**src/rtl/cpuPkg.sv**
```systemverilog
`default_nettype none

package cpuPkg;

    localparam int wordW = 16;
    localparam int regAddrW = 2;

    // opcodes, bits 15..12
    localparam logic [3:0] opBne = 4'd0;
    localparam logic [3:0] opBeq = 4'd1;
    localparam logic [3:0] opAdi = 4'd4;
    localparam logic [3:0] opLhi = 4'd6;
    localparam logic [3:0] opLwd = 4'd7;
    localparam logic [3:0] opSwd = 4'd8;
    localparam logic [3:0] opJmp = 4'd9;
    localparam logic [3:0] opRtype = 4'd15;

    // function codes for opRtype, bits 5..0
    localparam logic [5:0] fnAdd = 6'd0;
    localparam logic [5:0] fnSub = 6'd1;
    localparam logic [5:0] fnAnd = 6'd2;
    localparam logic [5:0] fnOrr = 6'd3;
    localparam logic [5:0] fnWwd = 6'd28;
    localparam logic [5:0] fnHlt = 6'd29;

    typedef enum logic [2:0] {
        aluAdd,
        aluSub,
        aluAnd,
        aluOr,
        aluPassB
    } aluOpT;

    typedef enum logic [1:0] {
        fromReg,
        fromExMem,
        fromMemWb
    } fwdSelT;

    typedef struct packed {
        logic regWrite;
        logic memToReg;
        logic memRead;
        logic memWrite;
        logic isBranch;
        logic branchEq;
        logic aluSrcImm;
        logic isJump;
        logic wwd;
        logic halt;
        logic regDstRd;
        logic useRs;
        logic useRt;
        aluOpT aluOp;
    } ctrlT;

    typedef struct packed {
        logic valid;
        logic [wordW-1:0] pc;
        logic [wordW-1:0] instr;
    } ifIdT;

    typedef struct packed {
        logic valid;
        logic [wordW-1:0] pc;
        ctrlT ctrl;
        logic [regAddrW-1:0] rs;
        logic [regAddrW-1:0] rt;
        logic [regAddrW-1:0] rd;
        logic [wordW-1:0] readData1;
        logic [wordW-1:0] readData2;
        logic [wordW-1:0] imm;
    } idExT;

    typedef struct packed {
        logic valid;
        logic regWrite;
        logic memToReg;
        logic memRead;
        logic memWrite;
        logic wwd;
        logic halt;
        logic [regAddrW-1:0] rd;
        logic [wordW-1:0] aluResult;
        logic [wordW-1:0] storeData;
    } exMemT;

    typedef struct packed {
        logic valid;
        logic regWrite;
        logic memToReg;
        logic wwd;
        logic halt;
        logic [regAddrW-1:0] rd;
        logic [wordW-1:0] aluResult;
        logic [wordW-1:0] loadData;
    } memWbT;

endpackage

`default_nettype wire
```
**src/rtl/hazardIf.sv**
```systemverilog
`timescale 1ns/10ps
`default_nettype none

interface hazardIf;
    import cpuPkg::*;

    // decode stage
    logic [regAddrW-1:0] idRs;
    logic [regAddrW-1:0] idRt;
    logic idUseRs;
    logic idUseRt;
    logic idJump;
    // execute stage
    logic [regAddrW-1:0] exRs;
    logic [regAddrW-1:0] exRt;
    logic [regAddrW-1:0] exRd;
    logic exMemRead;
    logic branchTaken;
    // older stages that may write back
    logic [regAddrW-1:0] memRd;
    logic memRegWrite;
    logic [regAddrW-1:0] wbRd;
    logic wbRegWrite;
    // decisions
    fwdSelT fwdA;
    fwdSelT fwdB;
    logic loadStall;
    logic flushId;
    logic flushEx;

    modport pipe (
        output idRs, idRt, idUseRs, idUseRt, idJump,
        output exRs, exRt, exRd, exMemRead, branchTaken,
        output memRd, memRegWrite, wbRd, wbRegWrite,
        input fwdA, fwdB, loadStall, flushId, flushEx
    );

    modport unit (
        input idRs, idRt, idUseRs, idUseRt, idJump,
        input exRs, exRt, exRd, exMemRead, branchTaken,
        input memRd, memRegWrite, wbRd, wbRegWrite,
        output fwdA, fwdB, loadStall, flushId, flushEx
    );

endinterface

`default_nettype wire

```
**src/rtl/cpuTop.sv**
```systemverilog
`timescale 1ns/10ps
`default_nettype none

module cpuTop (
    input logic Clk,
    input logic rstN,
    output logic imemRe,
    output logic [cpuPkg::wordW-1:0] imemAddr,
    input logic [cpuPkg::wordW-1:0] imemData,
    output logic dmemRe,
    output logic dmemWe,
    output logic [cpuPkg::wordW-1:0] dmemAddr,
    output logic [cpuPkg::wordW-1:0] dmemWdata,
    input logic [cpuPkg::wordW-1:0] dmemRdata,
    output logic halted,
    output logic [cpuPkg::wordW-1:0] numInst,
    output logic [cpuPkg::wordW-1:0] outputPort
);
    import cpuPkg::*;

    logic [wordW-1:0] ifIdInstr;
    logic ifIdValid;
    ctrlT ctrl;

    // controls are decoded from the instruction sitting in ID
    controlDecoder controlDecoder_inst (
        .instr(ifIdInstr), .valid(ifIdValid), .ctrl(ctrl)
    );

    datapath datapath_inst (
        .Clk(Clk), .rstN(rstN),
        .imemRe(imemRe), .imemAddr(imemAddr), .imemData(imemData),
        .dmemRe(dmemRe), .dmemWe(dmemWe), .dmemAddr(dmemAddr),
        .dmemWdata(dmemWdata), .dmemRdata(dmemRdata),
        .ifIdInstr(ifIdInstr), .ifIdValid(ifIdValid), .ctrl(ctrl),
        .halted(halted), .numInst(numInst), .outputPort(outputPort)
    );

endmodule

`default_nettype wire

```
**src/rtl/datapath.sv**
```systemverilog
`timescale 1ns/10ps
`default_nettype none

module datapath (
    input logic Clk,
    input logic rstN,
    output logic imemRe,
    output logic [cpuPkg::wordW-1:0] imemAddr,
    input logic [cpuPkg::wordW-1:0] imemData,
    output logic dmemRe,
    output logic dmemWe,
    output logic [cpuPkg::wordW-1:0] dmemAddr,
    output logic [cpuPkg::wordW-1:0] dmemWdata,
    input logic [cpuPkg::wordW-1:0] dmemRdata,
    output logic [cpuPkg::wordW-1:0] ifIdInstr,
    output logic ifIdValid,
    input cpuPkg::ctrlT ctrl,
    output logic halted,
    output logic [cpuPkg::wordW-1:0] numInst,
    output logic [cpuPkg::wordW-1:0] outputPort
);
    import cpuPkg::*;

    logic [wordW-1:0] pc;
    logic [wordW-1:0] pcNext;
    ifIdT ifIdIn, ifId;
    idExT idExIn, idEx;
    exMemT exMemIn, exMem;
    memWbT memWbIn, memWb;
    logic [wordW-1:0] readData1;
    logic [wordW-1:0] readData2;
    logic [wordW-1:0] fwdValA;
    logic [wordW-1:0] fwdValB;
    logic [wordW-1:0] operandB;
    logic [wordW-1:0] aluResult;
    logic aluTaken;
    logic [wordW-1:0] wbData;
    logic regWriteEn;
    logic memStop;

    hazardIf hz ();

    always_ff @(posedge Clk) begin
        if (!rstN) begin
            pc <= '0;
        end else begin
            pc <= pcNext;
        end
    end

    always_comb begin
        if (halted) begin
            pcNext = pc;
        end else if (hz.branchTaken) begin
            pcNext = idEx.pc + wordW'(1) + idEx.imm;
        end else if (hz.idJump) begin
            pcNext = {ifId.pc[15:12], ifId.instr[11:0]};
        end else if (hz.loadStall) begin
            pcNext = pc;
        end else begin
            pcNext = pc + wordW'(1);
        end
    end

    assign imemRe = !halted;
    assign imemAddr = pc;
    assign ifIdIn = '{valid: 1'b1, pc: pc, instr: imemData};

    pipeReg #(.payloadT(ifIdT)) ifIdReg_inst (
        .Clk(Clk), .rstN(rstN), .hold(hz.loadStall), .bubble(hz.flushId || halted),
        .din(ifIdIn), .dout(ifId)
    );

    // decode
    assign ifIdInstr = ifId.instr;
    assign ifIdValid = ifId.valid;
    assign hz.idRs = ifId.instr[11:10];
    assign hz.idRt = ifId.instr[9:8];
    assign hz.idUseRs = ctrl.useRs;
    assign hz.idUseRt = ctrl.useRt;
    assign hz.idJump = ctrl.isJump;

    regFile regFile_inst (
        .Clk(Clk), .rstN(rstN),
        .readAddr1(ifId.instr[11:10]), .readAddr2(ifId.instr[9:8]),
        .writeAddr(memWb.rd), .writeEn(regWriteEn), .writeData(wbData),
        .readData1(readData1), .readData2(readData2)
    );

    always_comb begin
        idExIn.valid = ifId.valid;
        idExIn.pc = ifId.pc;
        idExIn.ctrl = ctrl;
        idExIn.rs = ifId.instr[11:10];
        idExIn.rt = ifId.instr[9:8];
        idExIn.rd = ctrl.regDstRd ? ifId.instr[7:6] : ifId.instr[9:8];
        idExIn.readData1 = readData1;
        idExIn.readData2 = readData2;
        idExIn.imm = {{(wordW - 8){ifId.instr[7]}}, ifId.instr[7:0]};
    end

    pipeReg #(.payloadT(idExT)) idExReg_inst (
        .Clk(Clk), .rstN(rstN), .hold(1'b0), .bubble(hz.flushEx || hz.loadStall),
        .din(idExIn), .dout(idEx)
    );

    // execute
    assign hz.exRs = idEx.rs;
    assign hz.exRt = idEx.rt;
    assign hz.exRd = idEx.rd;
    assign hz.exMemRead = idEx.ctrl.memRead;
    assign hz.branchTaken = idEx.ctrl.isBranch && aluTaken;

    assign fwdValA = (hz.fwdA == fromExMem) ? exMem.aluResult :
                     (hz.fwdA == fromMemWb) ? wbData : idEx.readData1;
    assign fwdValB = (hz.fwdB == fromExMem) ? exMem.aluResult :
                     (hz.fwdB == fromMemWb) ? wbData : idEx.readData2;

    // LHI is the only passB user and takes the immediate in the upper byte
    always_comb begin
        if (idEx.ctrl.wwd) begin
            operandB = '0;
        end else if (idEx.ctrl.aluSrcImm && idEx.ctrl.aluOp == aluPassB) begin
            operandB = {idEx.imm[7:0], 8'h00};
        end else if (idEx.ctrl.aluSrcImm) begin
            operandB = idEx.imm;
        end else begin
            operandB = fwdValB;
        end
    end

    aluUnit aluUnit_inst (
        .operandA(fwdValA), .operandB(operandB), .aluOp(idEx.ctrl.aluOp),
        .branchEq(idEx.ctrl.branchEq), .result(aluResult), .branchTaken(aluTaken)
    );

    hazardUnit hazardUnit_inst (.hz(hz.unit));

    assign exMemIn = '{valid: idEx.valid, regWrite: idEx.ctrl.regWrite,
                       memToReg: idEx.ctrl.memToReg, memRead: idEx.ctrl.memRead,
                       memWrite: idEx.ctrl.memWrite, wwd: idEx.ctrl.wwd,
                       halt: idEx.ctrl.halt, rd: idEx.rd,
                       aluResult: aluResult, storeData: fwdValB};

    pipeReg #(.payloadT(exMemT)) exMemReg_inst (
        .Clk(Clk), .rstN(rstN), .hold(1'b0), .bubble(1'b0),
        .din(exMemIn), .dout(exMem)
    );

    // memory, nothing behind a retiring HLT touches data memory
    assign memStop = halted || (memWb.valid && memWb.halt);
    assign dmemRe = exMem.valid && exMem.memRead && !memStop;
    assign dmemWe = exMem.valid && exMem.memWrite && !memStop;
    assign dmemAddr = exMem.aluResult;
    assign dmemWdata = exMem.storeData;
    assign hz.memRd = exMem.rd;
    assign hz.memRegWrite = exMem.regWrite;

    assign memWbIn = '{valid: exMem.valid, regWrite: exMem.regWrite,
                       memToReg: exMem.memToReg, wwd: exMem.wwd, halt: exMem.halt,
                       rd: exMem.rd, aluResult: exMem.aluResult, loadData: dmemRdata};

    pipeReg #(.payloadT(memWbT)) memWbReg_inst (
        .Clk(Clk), .rstN(rstN), .hold(1'b0), .bubble(1'b0),
        .din(memWbIn), .dout(memWb)
    );

    // write-back
    assign wbData = memWb.memToReg ? memWb.loadData : memWb.aluResult;
    assign regWriteEn = memWb.valid && memWb.regWrite && !halted;
    assign hz.wbRd = memWb.rd;
    assign hz.wbRegWrite = memWb.regWrite;

    retireUnit retireUnit_inst (
        .Clk(Clk), .rstN(rstN),
        .retireValid(memWb.valid), .retireHalt(memWb.halt), .retireWwd(memWb.wwd),
        .retireData(memWb.aluResult),
        .halted(halted), .numInst(numInst), .outputPort(outputPort)
    );

endmodule

`default_nettype wire

```
**src/rtl/controlDecoder.sv**
```systemverilog
`timescale 1ns/10ps
`default_nettype none

module controlDecoder (
    input logic [cpuPkg::wordW-1:0] instr,
    input logic valid,
    output cpuPkg::ctrlT ctrl
);
    import cpuPkg::*;

    logic [3:0] opcode;
    logic [5:0] funct;

    assign opcode = instr[15:12];
    assign funct = instr[5:0];

    always_comb begin
        ctrl = '0;
        if (valid) begin
            case (opcode)
                opRtype: begin
                    case (funct)
                        fnAdd, fnSub, fnAnd, fnOrr: begin
                            ctrl.regWrite = 1'b1;
                            ctrl.regDstRd = 1'b1;
                            ctrl.useRs = 1'b1;
                            ctrl.useRt = 1'b1;
                            ctrl.aluOp = (funct == fnSub) ? aluSub :
                                         (funct == fnAnd) ? aluAnd :
                                         (funct == fnOrr) ? aluOr : aluAdd;
                        end
                        // rs passes through the adder with a zero operand
                        fnWwd: begin
                            ctrl.wwd = 1'b1;
                            ctrl.useRs = 1'b1;
                        end
                        fnHlt: ctrl.halt = 1'b1;
                        default: ctrl = '0;
                    endcase
                end
                opAdi: begin
                    ctrl.regWrite = 1'b1;
                    ctrl.aluSrcImm = 1'b1;
                    ctrl.useRs = 1'b1;
                end
                opLhi: begin
                    ctrl.regWrite = 1'b1;
                    ctrl.aluSrcImm = 1'b1;
                    ctrl.aluOp = aluPassB;
                end
                opLwd: begin
                    ctrl.regWrite = 1'b1;
                    ctrl.memToReg = 1'b1;
                    ctrl.memRead = 1'b1;
                    ctrl.aluSrcImm = 1'b1;
                    ctrl.useRs = 1'b1;
                end
                opSwd: begin
                    ctrl.memWrite = 1'b1;
                    ctrl.aluSrcImm = 1'b1;
                    ctrl.useRs = 1'b1;
                    ctrl.useRt = 1'b1;
                end
                opBne, opBeq: begin
                    ctrl.isBranch = 1'b1;
                    ctrl.branchEq = (opcode == opBeq);
                    ctrl.useRs = 1'b1;
                    ctrl.useRt = 1'b1;
                    ctrl.aluOp = aluSub;
                end
                opJmp: ctrl.isJump = 1'b1;
                default: ctrl = '0;
            endcase
        end
    end

endmodule

`default_nettype wire

```
**src/rtl/retireUnit.sv**
```systemverilog
`timescale 1ns/10ps
`default_nettype none

module retireUnit (
    input logic Clk,
    input logic rstN,
    input logic retireValid,
    input logic retireHalt,
    input logic retireWwd,
    input logic [cpuPkg::wordW-1:0] retireData,
    output logic halted,
    output logic [cpuPkg::wordW-1:0] numInst,
    output logic [cpuPkg::wordW-1:0] outputPort
);
    import cpuPkg::*;

    typedef enum logic {
        stRun,
        stHalted
    } stateT;

    stateT state;
    logic retire;

    assign retire = retireValid && state == stRun;

    always_ff @(posedge Clk) begin
        if (!rstN) begin
            state <= stRun;
            numInst <= '0;
            outputPort <= '0;
        end else if (retire) begin
            // HLT itself is counted
            numInst <= numInst + wordW'(1);
            if (retireWwd) begin
                outputPort <= retireData;
            end
            if (retireHalt) begin
                state <= stHalted;
            end
        end
    end

    assign halted = (state == stHalted);

endmodule

`default_nettype wire

```
**src/rtl/hazardUnit.sv**
```systemverilog
`timescale 1ns/10ps
`default_nettype none

module hazardUnit (
    hazardIf.unit hz
);
    import cpuPkg::*;

    logic rsHit;
    logic rtHit;

    // youngest producer wins
    always_comb begin
        hz.fwdA = fromReg;
        if (hz.memRegWrite && hz.memRd == hz.exRs) begin
            hz.fwdA = fromExMem;
        end else if (hz.wbRegWrite && hz.wbRd == hz.exRs) begin
            hz.fwdA = fromMemWb;
        end
    end

    always_comb begin
        hz.fwdB = fromReg;
        if (hz.memRegWrite && hz.memRd == hz.exRt) begin
            hz.fwdB = fromExMem;
        end else if (hz.wbRegWrite && hz.wbRd == hz.exRt) begin
            hz.fwdB = fromMemWb;
        end
    end

    // a load in EX cannot forward to the instruction right behind it
    assign rsHit = hz.idUseRs && hz.idRs == hz.exRd;
    assign rtHit = hz.idUseRt && hz.idRt == hz.exRd;
    assign hz.loadStall = hz.exMemRead && (rsHit || rtHit);

    assign hz.flushEx = hz.branchTaken;
    assign hz.flushId = hz.branchTaken || hz.idJump;

endmodule

`default_nettype wire

```
**src/rtl/aluUnit.sv**
```systemverilog
`timescale 1ns/10ps
`default_nettype none

module aluUnit (
    input logic [cpuPkg::wordW-1:0] operandA,
    input logic [cpuPkg::wordW-1:0] operandB,
    input cpuPkg::aluOpT aluOp,
    input logic branchEq,
    output logic [cpuPkg::wordW-1:0] result,
    output logic branchTaken
);
    import cpuPkg::*;

    logic equal;

    always_comb begin
        case (aluOp)
            aluAdd: result = operandA + operandB;
            aluSub: result = operandA - operandB;
            aluAnd: result = operandA & operandB;
            aluOr: result = operandA | operandB;
            default: result = operandB;
        endcase
    end

    assign equal = (operandA == operandB);

    // BEQ takes on equal, BNE on not equal
    assign branchTaken = branchEq ? equal : !equal;

endmodule

`default_nettype wire

```
**src/rtl/regFile.sv**
```systemverilog
`timescale 1ns/10ps
`default_nettype none

module regFile (
    input logic Clk,
    input logic rstN,
    input logic [cpuPkg::regAddrW-1:0] readAddr1,
    input logic [cpuPkg::regAddrW-1:0] readAddr2,
    input logic [cpuPkg::regAddrW-1:0] writeAddr,
    input logic writeEn,
    input logic [cpuPkg::wordW-1:0] writeData,
    output logic [cpuPkg::wordW-1:0] readData1,
    output logic [cpuPkg::wordW-1:0] readData2
);
    import cpuPkg::*;

    logic [wordW-1:0] regs [2**regAddrW];

    always_ff @(posedge Clk) begin
        if (!rstN) begin
            regs <= '{default: '0};
        end else if (writeEn) begin
            regs[writeAddr] <= writeData;
        end
    end

    // write-back value reaches decode in the same cycle
    assign readData1 = (writeEn && writeAddr == readAddr1) ? writeData : regs[readAddr1];
    assign readData2 = (writeEn && writeAddr == readAddr2) ? writeData : regs[readAddr2];

endmodule

`default_nettype wire

```
**src/rtl/pipeReg.sv**
```systemverilog
`timescale 1ns/10ps
`default_nettype none

module pipeReg #(
    parameter type payloadT = logic
) (
    input logic Clk,
    input logic rstN,
    input logic hold,
    input logic bubble,
    input payloadT din,
    output payloadT dout
);

    // all-zero payload is an invalid entry
    always_ff @(posedge Clk) begin
        if (!rstN || bubble) begin
            dout <= '0;
        end else if (!hold) begin
            dout <= din;
        end
    end

endmodule

`default_nettype wire

```
**config.mk**
```make
export PLATFORM = sky130hd
export DESIGN_NAME = cpuTop
export DESIGN_NICKNAME = d
export VERILOG_FILES = /design/src/rtl/cpuPkg.sv /design/src/rtl/hazardIf.sv /design/src/rtl/cpuTop.sv /design/src/rtl/datapath.sv /design/src/rtl/controlDecoder.sv /design/src/rtl/retireUnit.sv /design/src/rtl/hazardUnit.sv /design/src/rtl/aluUnit.sv /design/src/rtl/regFile.sv /design/src/rtl/pipeReg.sv
export SDC_FILE = /design/constraint.sdc
export NUM_CORES = 1
export LEC_CHECK = 0
export ABC_AREA = 0
export BUFFER_PORTS_ARGS = -buffer_cell sky130_fd_sc_hd__buf_2
export CAP_MARGIN = 20
export CORE_ASPECT_RATIO = 0.5
export CORE_MARGIN = 5
export CORE_UTILIZATION = 25
export DETAILED_ROUTE_END_ITERATION = 8
export PLACE_DENSITY = 0.49
export REMOVE_ABC_BUFFERS = 1
export SKIP_LAST_GASP = 1
export SLEW_MARGIN = 20
export SYNTH_ARGS = -nofsm -noshare
export SYNTH_HDL_FRONTEND = slang
export SYNTH_SLANG_ARGS = --single-unit
```
**constraint.sdc**
```tcl
create_clock -name Clk -period 6 [get_ports Clk]
set_input_delay 0.9 -clock Clk [delete_from_list [all_inputs] [get_ports Clk]]
set_output_delay 0.9 -clock Clk [all_outputs]
set_load 0.05 [all_outputs]
```
# Yosys cells after proc, flatten, opt, wreduce, memory -nomap -nowiden

Cells that the tools add are included.

Word-level logic and storage cells: 191
Output and inout port bits: 84
Register bits: 301
Bits of input ports: 34

Equality and inequality tests: 30
Reduce and logical (&&, ||, !) cells: 47
Multiplexer cells: 48
Add/subtract/negate cells: 6
Magnitude comparators: 4
Bitwise gates (word level): 9

Operators by type and width:

| operator                                            | number |
|---|---|
| two-way mux 16 bit                                  | 18 |
| binary-select mux 16 bit (select 2 bit)             | 2 |
| bitwise mux 64 bit                                  | 1 |
| case mux 16 bit (4 select lines)                    | 1 |
| adder 16 x 1 -> 16 bit, second input constant       | 3 |
| adder 16 bit                                        | 2 |
| demux 16 bit (select 2 bit)                         | 1 |
| logical AND 1 bit                                   | 20 |
| AND 16 bit                                          | 1 |
| equality test 16 bit                                | 1 |
| equality test 2 bit                                 | 8 |
| two-way mux 2 bit                                   | 8 |
| bitwise OR 16 bit                                   | 1 |
| subtractor 16 bit                                   | 1 |
| equality test 4 x 3 -> 1 bit, second input constant | 3 |
| equality test 4 bit, second input constant          | 3 |
| equality test 6 x 2 -> 1 bit, second input constant | 2 |
| equality test 6 x 5 -> 1 bit, second input constant | 2 |
| OR reduction 3 bit                                  | 4 |
| OR reduction 5 bit                                  | 2 |
| >= comparator 3 bit, second input constant          | 3 |
| two-way mux 3 bit                                   | 3 |
| two-way mux 9 bit                                   | 1 |
| NOT 2 -> 3 bit                                      | 3 |
| 22 further kinds                                    | 50 |

# Depth between registers and ports, before layout

Word-level depth: 17
Gate-level depth with buffers: 19

# Cells and area by module

Synthesis repeated with hierarchy kept, for this count alone.

Cells, all modules: 2126
Area, all modules: 18745.5 um^2

By module, submodules not included:

| module                                 | area an instance (um^2) | instances | cells an instance |
|---|---|---|---|
| regFile                                | 3764.9                  | 1         | 366 |
| datapath                               | 3477.1                  | 1         | 537 |
| pipeReg at datapath_inst.idExReg_inst  | 3113.0                  | 1         | 282 |
| aluUnit                                | 2439.8                  | 1         | 354 |
| pipeReg at datapath_inst.exMemReg_inst | 1540.2                  | 1         | 134 |
| pipeReg at datapath_inst.memWbReg_inst | 1407.6                  | 1         | 127 |
| retireUnit                             | 1332.5                  | 1         | 155 |
| pipeReg at datapath_inst.ifIdReg_inst  | 1212.4                  | 1         | 108 |
| controlDecoder                         | 270.3                   | 1         | 38 |
| hazardUnit                             | 187.7                   | 1         | 25 |

# Worst setup path before layout

Ideal clock, no wire load.

Kind: register to register
Start point: reg datapath_inst.memWbReg_inst.dout[36] (netlist bit)
End point: reg datapath_inst.idExReg_inst.dout[55] (netlist bit)
Buffers on the path: 3
Cell stages (with the launch flop): 18
Clock period less this slack: 3.956 ns
Slack: 2.044 ns
Arrival: 3.896 ns
Cells stage by stage: dfxtp_1 buf_2 buf_2 mux2i_1 nor2_1 a21oi_1 o21ai_0 o211ai_1 ha_1 buf_2 nor3_1 nand4_1 nor2_1 mux2_2 nor3_2 nand2_2 inv_1 and3_1

Longest elaborated chain between the ends: 13
Elaborated cells on any way between the ends: 15
Those cells by class: eq/ne: 1; mux: 9; reduce/logical: 5

Ends and longest elaborated chain:

| what                           | RTL line        | RTL |
|---|---|---|
| start, declared                | pipeReg.sv:12   | `output payloadT dout` |
| start signal, assigned         | pipeReg.sv:20   | `dout <= din;` |
| two-way mux 16 bit *           | datapath.sv:169 | `assign wbData = memWb.memToReg ? memWb.loadData : memWb.aluResult;` |
| two-way mux 16 bit             | datapath.sv:117 | `(hz.fwdB == fromMemWb) ? wbData : idEx.readData2;` |
| two-way mux 16 bit             | datapath.sv:116 | `assign fwdValB = (hz.fwdB == fromExMem) ? exMem.aluResult :` |
| two-way mux 16 bit             | datapath.sv:125 | `end else if (idEx.ctrl.aluSrcImm) begin` |
| two-way mux 16 bit             | datapath.sv:123 | `end else if (idEx.ctrl.aluSrcImm && idEx.ctrl.aluOp == aluPassB) begin` |
| two-way mux 16 bit             | datapath.sv:121 | `if (idEx.ctrl.wwd) begin` |
| equality test 16 bit *         | aluUnit.sv:26   | `assign equal = (operandA == operandB);` |
| logical NOT 1 bit              | aluUnit.sv:29   | `assign branchTaken = branchEq ? equal : !equal;` |
| two-way mux 1 bit *            | aluUnit.sv:29   |  |
| logical AND 1 bit *            | datapath.sv:112 | `assign hz.branchTaken = idEx.ctrl.isBranch && aluTaken;` |
| logical OR 1 bit *             | datapath.sv:103 | `.Clk(Clk), .rstN(rstN), .hold(1'b0), .bubble(hz.flushEx \|\| hz.loadStall),` |
| logical OR 1 bit *             | pipeReg.sv:17   | `if (!rstN \|\| bubble) begin` |
| OR reduction 2 bit (no line) * | --              |  |
| end signal, assigned           | pipeReg.sv:20   |  |
| end, declared                  | pipeReg.sv:12   |  |

Every way passes the cells marked *; elsewhere a longest branch is shown, timed or not.
A chain may end at the register's enable or synchronous reset.

# Worst setup path in the final report

Start point: reg datapath_inst.memWbReg_inst.dout[36] (netlist bit)
End point: reg datapath_inst.idExReg_inst.dout[64] (netlist bit)

Longest elaborated chain between the ends: 13
Elaborated cells on any way between the ends: 15
Those cells by class: eq/ne: 1; mux: 9; reduce/logical: 5

Ends and longest elaborated chain:

| what                           | RTL line |
|---|---|
| two-way mux 16 bit *           | datapath.sv:169 |
| two-way mux 16 bit             | datapath.sv:117 |
| two-way mux 16 bit             | datapath.sv:116 |
| two-way mux 16 bit             | datapath.sv:125 |
| two-way mux 16 bit             | datapath.sv:123 |
| two-way mux 16 bit             | datapath.sv:121 |
| equality test 16 bit *         | aluUnit.sv:26 |
| logical NOT 1 bit              | aluUnit.sv:29 |
| two-way mux 1 bit *            | aluUnit.sv:29 |
| logical AND 1 bit *            | datapath.sv:112 |
| logical OR 1 bit *             | datapath.sv:103 |
| logical OR 1 bit *             | pipeReg.sv:17 |
| OR reduction 3 bit (no line) * | -- |

Marked as above.

==> flow_summary.yaml <==
power:
  peakVddDrop_mv: 0.1516
  power.density_nw_per_um2: 264.8
  total_leakage_power_uw: 0.007032
timing:
  hold_violations: 0
  period_share_pct: 90.45
  maxSlewHeadroom_pct: 27.57
  fin_crit_ns: 5.427
  fmax_mhz: 184.3
  hold_slack_ns: 0.4368
  rsz0062_at_grt: "false"
  worst_slew_pin_slew_ns: 1.084
  setup_viol: 0
  fin_setup_tns_ns: 0
  maxSlewViolCount: 0
  fin_skew_ns: 0.02554
yosys:
  syn-instance-count: 1765
  avgSynthCellArea_um2: 8.705
  synth_edf_count: 0
  synth_compound_area_share_pct: 15.99
  muxShareOfSynthArea_pct: 10.64
  synth_xor_area_share_pct: 3.649
  synth_ff_type: "dfxtp_1"
  async_flop_share_pct: 0
  synthesis.area_um2: 15360
  synth_cell_types: 70
  seq_area_frac_synth_pct: 38.96
  ys_ff_latch: 299
  synthAdderAreaFrac_pct: 5.668
  yosys.area_share.simple_pct: 18.79
  synth_warnings: 0
  synth_top_family_by_area: "simple AND/OR/NAND/NOR gates"
die:
  die_w_um: 360.6
  io_pins: 118
  fp-row-count: 64
  dieArea_um2: 66810
  start_util_pct: 25.18
  die_h_um: 185.3
  core_area_um2: 61020
setup_path:
  path_max_fanout: 23
  critical_path_buf_inv_count: 2
  required_ns: 6.48
  worstReg2RegStart: "datapath_inst.memWbReg_inst.dout[36]$_SDFF_PN0_"
  cp_top_family: "simple AND/OR/NAND/NOR gates"
  arrival_ns: 5.91
  path_cells: "buf_4, mux2i_1, nor2_1, a21oi_1, o21ai_0, o221ai_1, ha_1, nor4_1, nand4_1, nor2_1, mux2_2, nor3_2, buf_4, and3_1, and2_1"
  slowest_stage: "mux2i_1"
  max_stage_delay_ns: 0.83
  critPathLaunchType: "register"
  path_class: "register to register"
  crit_path_end_kind: "register"
  crit_start: "datapath_inst.memWbReg_inst.dout[36]$_SDFF_PN0_"
final_layout:
  final_common_cell: "dfxtp_1"
  drive_gt1_share_pct: 14.78
  fin_nets: 1925
  final_cell_mix: "dfxtp_1, nor2_1, nand2_1"
  syn_to_final_growth_pct: 15.81
routing:
  wirelength_um: 47030
  wl_per_cell_um: 17.59
  vias_per_cell: 4.672
  ant_nets: 0
  drtPass1Iterations: 5
  drc: 0
  num_vias: 12490
  drtIter0Drc: 904
placement:
  portBuffers: 117
  place_congestion: 0.8973
  dp_hpwl_um: 34020
clocking:
  clock-sinks: 299
  clock_latency_ns: 0.54
  path_clk_slew_ns: 0.06
  cts_buffers: 34
  h-tree-depth: 2
  cts_tree: "yes"
  clock_path_buffers: 3
  clockRootBuffer: "clkbuf_16"
  cts_hold_buf: 0
run:
  maxCapViolCount: 0
worst_hold_path:
  hold_class: "register to register"
  worstHoldStart: "datapath_inst.idExReg_inst.dout[60]$_SDFF_PP0_"
outcome:
  status: "finished clean"
global_route:
  grt-ovfl-total: 0
  grt_max_degree: 60
  antenna_found_initial: 1
  first_global_vias: 12050
  grtUsageTotal_pct: 13.71
  grt_pass1_wl_um: 72400
## report_power, final
part / switching (uW) / internal [uW] / leakage (uW)
Combinational: 291 / 155 / 0.00405
Clock: 873 / 1300 / 0.000562
Sequential: 62.7 / 2030 / 0.00242
## sequential cells by signal, indices dropped and copies added (netlist names)
signal / count
datapath_inst.imemAddr: 16
datapath_inst.retireUnit_inst.outputPort: 16
datapath_inst.regFile_inst.regs: 64
datapath_inst.retireUnit_inst.numInst: 16
datapath_inst.memWbReg_inst.dout: 39
datapath_inst.exMemReg_inst.dout: 40
datapath_inst.idExReg_inst.dout: 74
datapath_inst.ifIdReg_inst.dout: 33
datapath_inst.retireUnit_inst.halted: 1
## stage by stage
stage / cells / worst slack (ns) / cell area [um2] / util (%) / power, uW
after global routing: 2672 / 0.1863 / 17790 / 29.15 / 4918
after CTS: 2672 / 0.4430 / 17780 / 29.14 / 4784
after global placement: 2613 / 0.6075 / 16630 / 27.26 / 2587
after detailed placement: 2613 / 0.4818 / 16630 / 27.26 / 2585
final: 2674 / 0.5728 / 17790 / 29.16 / 4711
after floorplan: 1624 / 1.325 / 14630 / - / 2406
## cells in the mapped netlist, types with 12 or more instances
| cell | count | share of area, % |
|---|---|---|
| nor2_1 | 246 | 6.0 |
| ha_1 | 64 | 5.2 |
| mux4_2 | 33 | 4.8 |
| o21ai_0 | 94 | 3.1 |
| nor3_1 | 17 | 0.55 |
| a21oi_1 | 124 | 4.0 |
| nor2b_1 | 16 | 0.65 |
| o211ai_1 | 21 | 1.0 |
| and3_1 | 18 | 0.73 |
| xnor2_1 | 37 | 2.1 |
| and2_1 | 97 | 3.9 |
| clkbuf_1 | 81 | 2.0 |
| nand3_1 | 23 | 0.75 |
| dfxtp_1 | 299 | 39 |
| or3_1 | 12 | 0.49 |
| xor2_1 | 27 | 1.5 |
| nand2_1 | 139 | 3.4 |
| mux2i_1 | 80 | 5.2 |
| a211oi_1 | 81 | 4.0 |
| buf_2 | 12 | 0.39 |
| buf_4 | 33 | 1.6 |
| inv_1 | 61 | 1.5 |
## cell type report
class	count	area (um2)
Antenna cell	2	5.005
Clock buffer	46	955.9
Clock inverter	13	193.9
Fill cell	6525	43230
Inverter	62	234.0
Multi-Input combinational cell	1263	8434
Sequential cell	299	5986
Tap cell	825	1032
Timing Repair Buffer	164	950.9
## logic make-up (layout without fill, tap and decap cells)
kind of cell / Yosys count / in the layout
xor gates and xnor gates: 64 / 64
muxes: 121 / 121
buffers and inverters: 203 / 285
and+or+nand+nor: 615 / 615
DFF: 299 / 299
AOI/OAI and AO/OA: 395 / 395
adders and majority gates: 68 / 68
other: 0 / 2
## final timing paths
check             slack (ns)                                               to  cells after the start
hold reg to reg         0.44  datapath_inst.exMemReg_inst.dout[34]$_SDFF_PN0_                      1
setup reg to reg        0.57   datapath_inst.idExReg_inst.dout[64]$_SDFF_PP0_                     15
setup / recovery        0.57   datapath_inst.idExReg_inst.dout[64]$_SDFF_PP0_                     15
hold / removal          0.44  datapath_inst.exMemReg_inst.dout[34]$_SDFF_PN0_                      1
## timing repair
item                                    CTS  global route
endpoints found under the setup margin    0             6
setup buffers                             0             0
endpoints found under the hold margin     0             0
gates resized for setup                   0             1
## per-layer routing
metal | track usage, % | part of all wire (%)
met1 | 17.72 | 45
met2 | 23.60 | 48
met3 | 2.718 | 5.2
met4 | 3.596 | 2.3
met5 | 0 | 0
No activity file was read; power rests on OpenSTA's default activity.
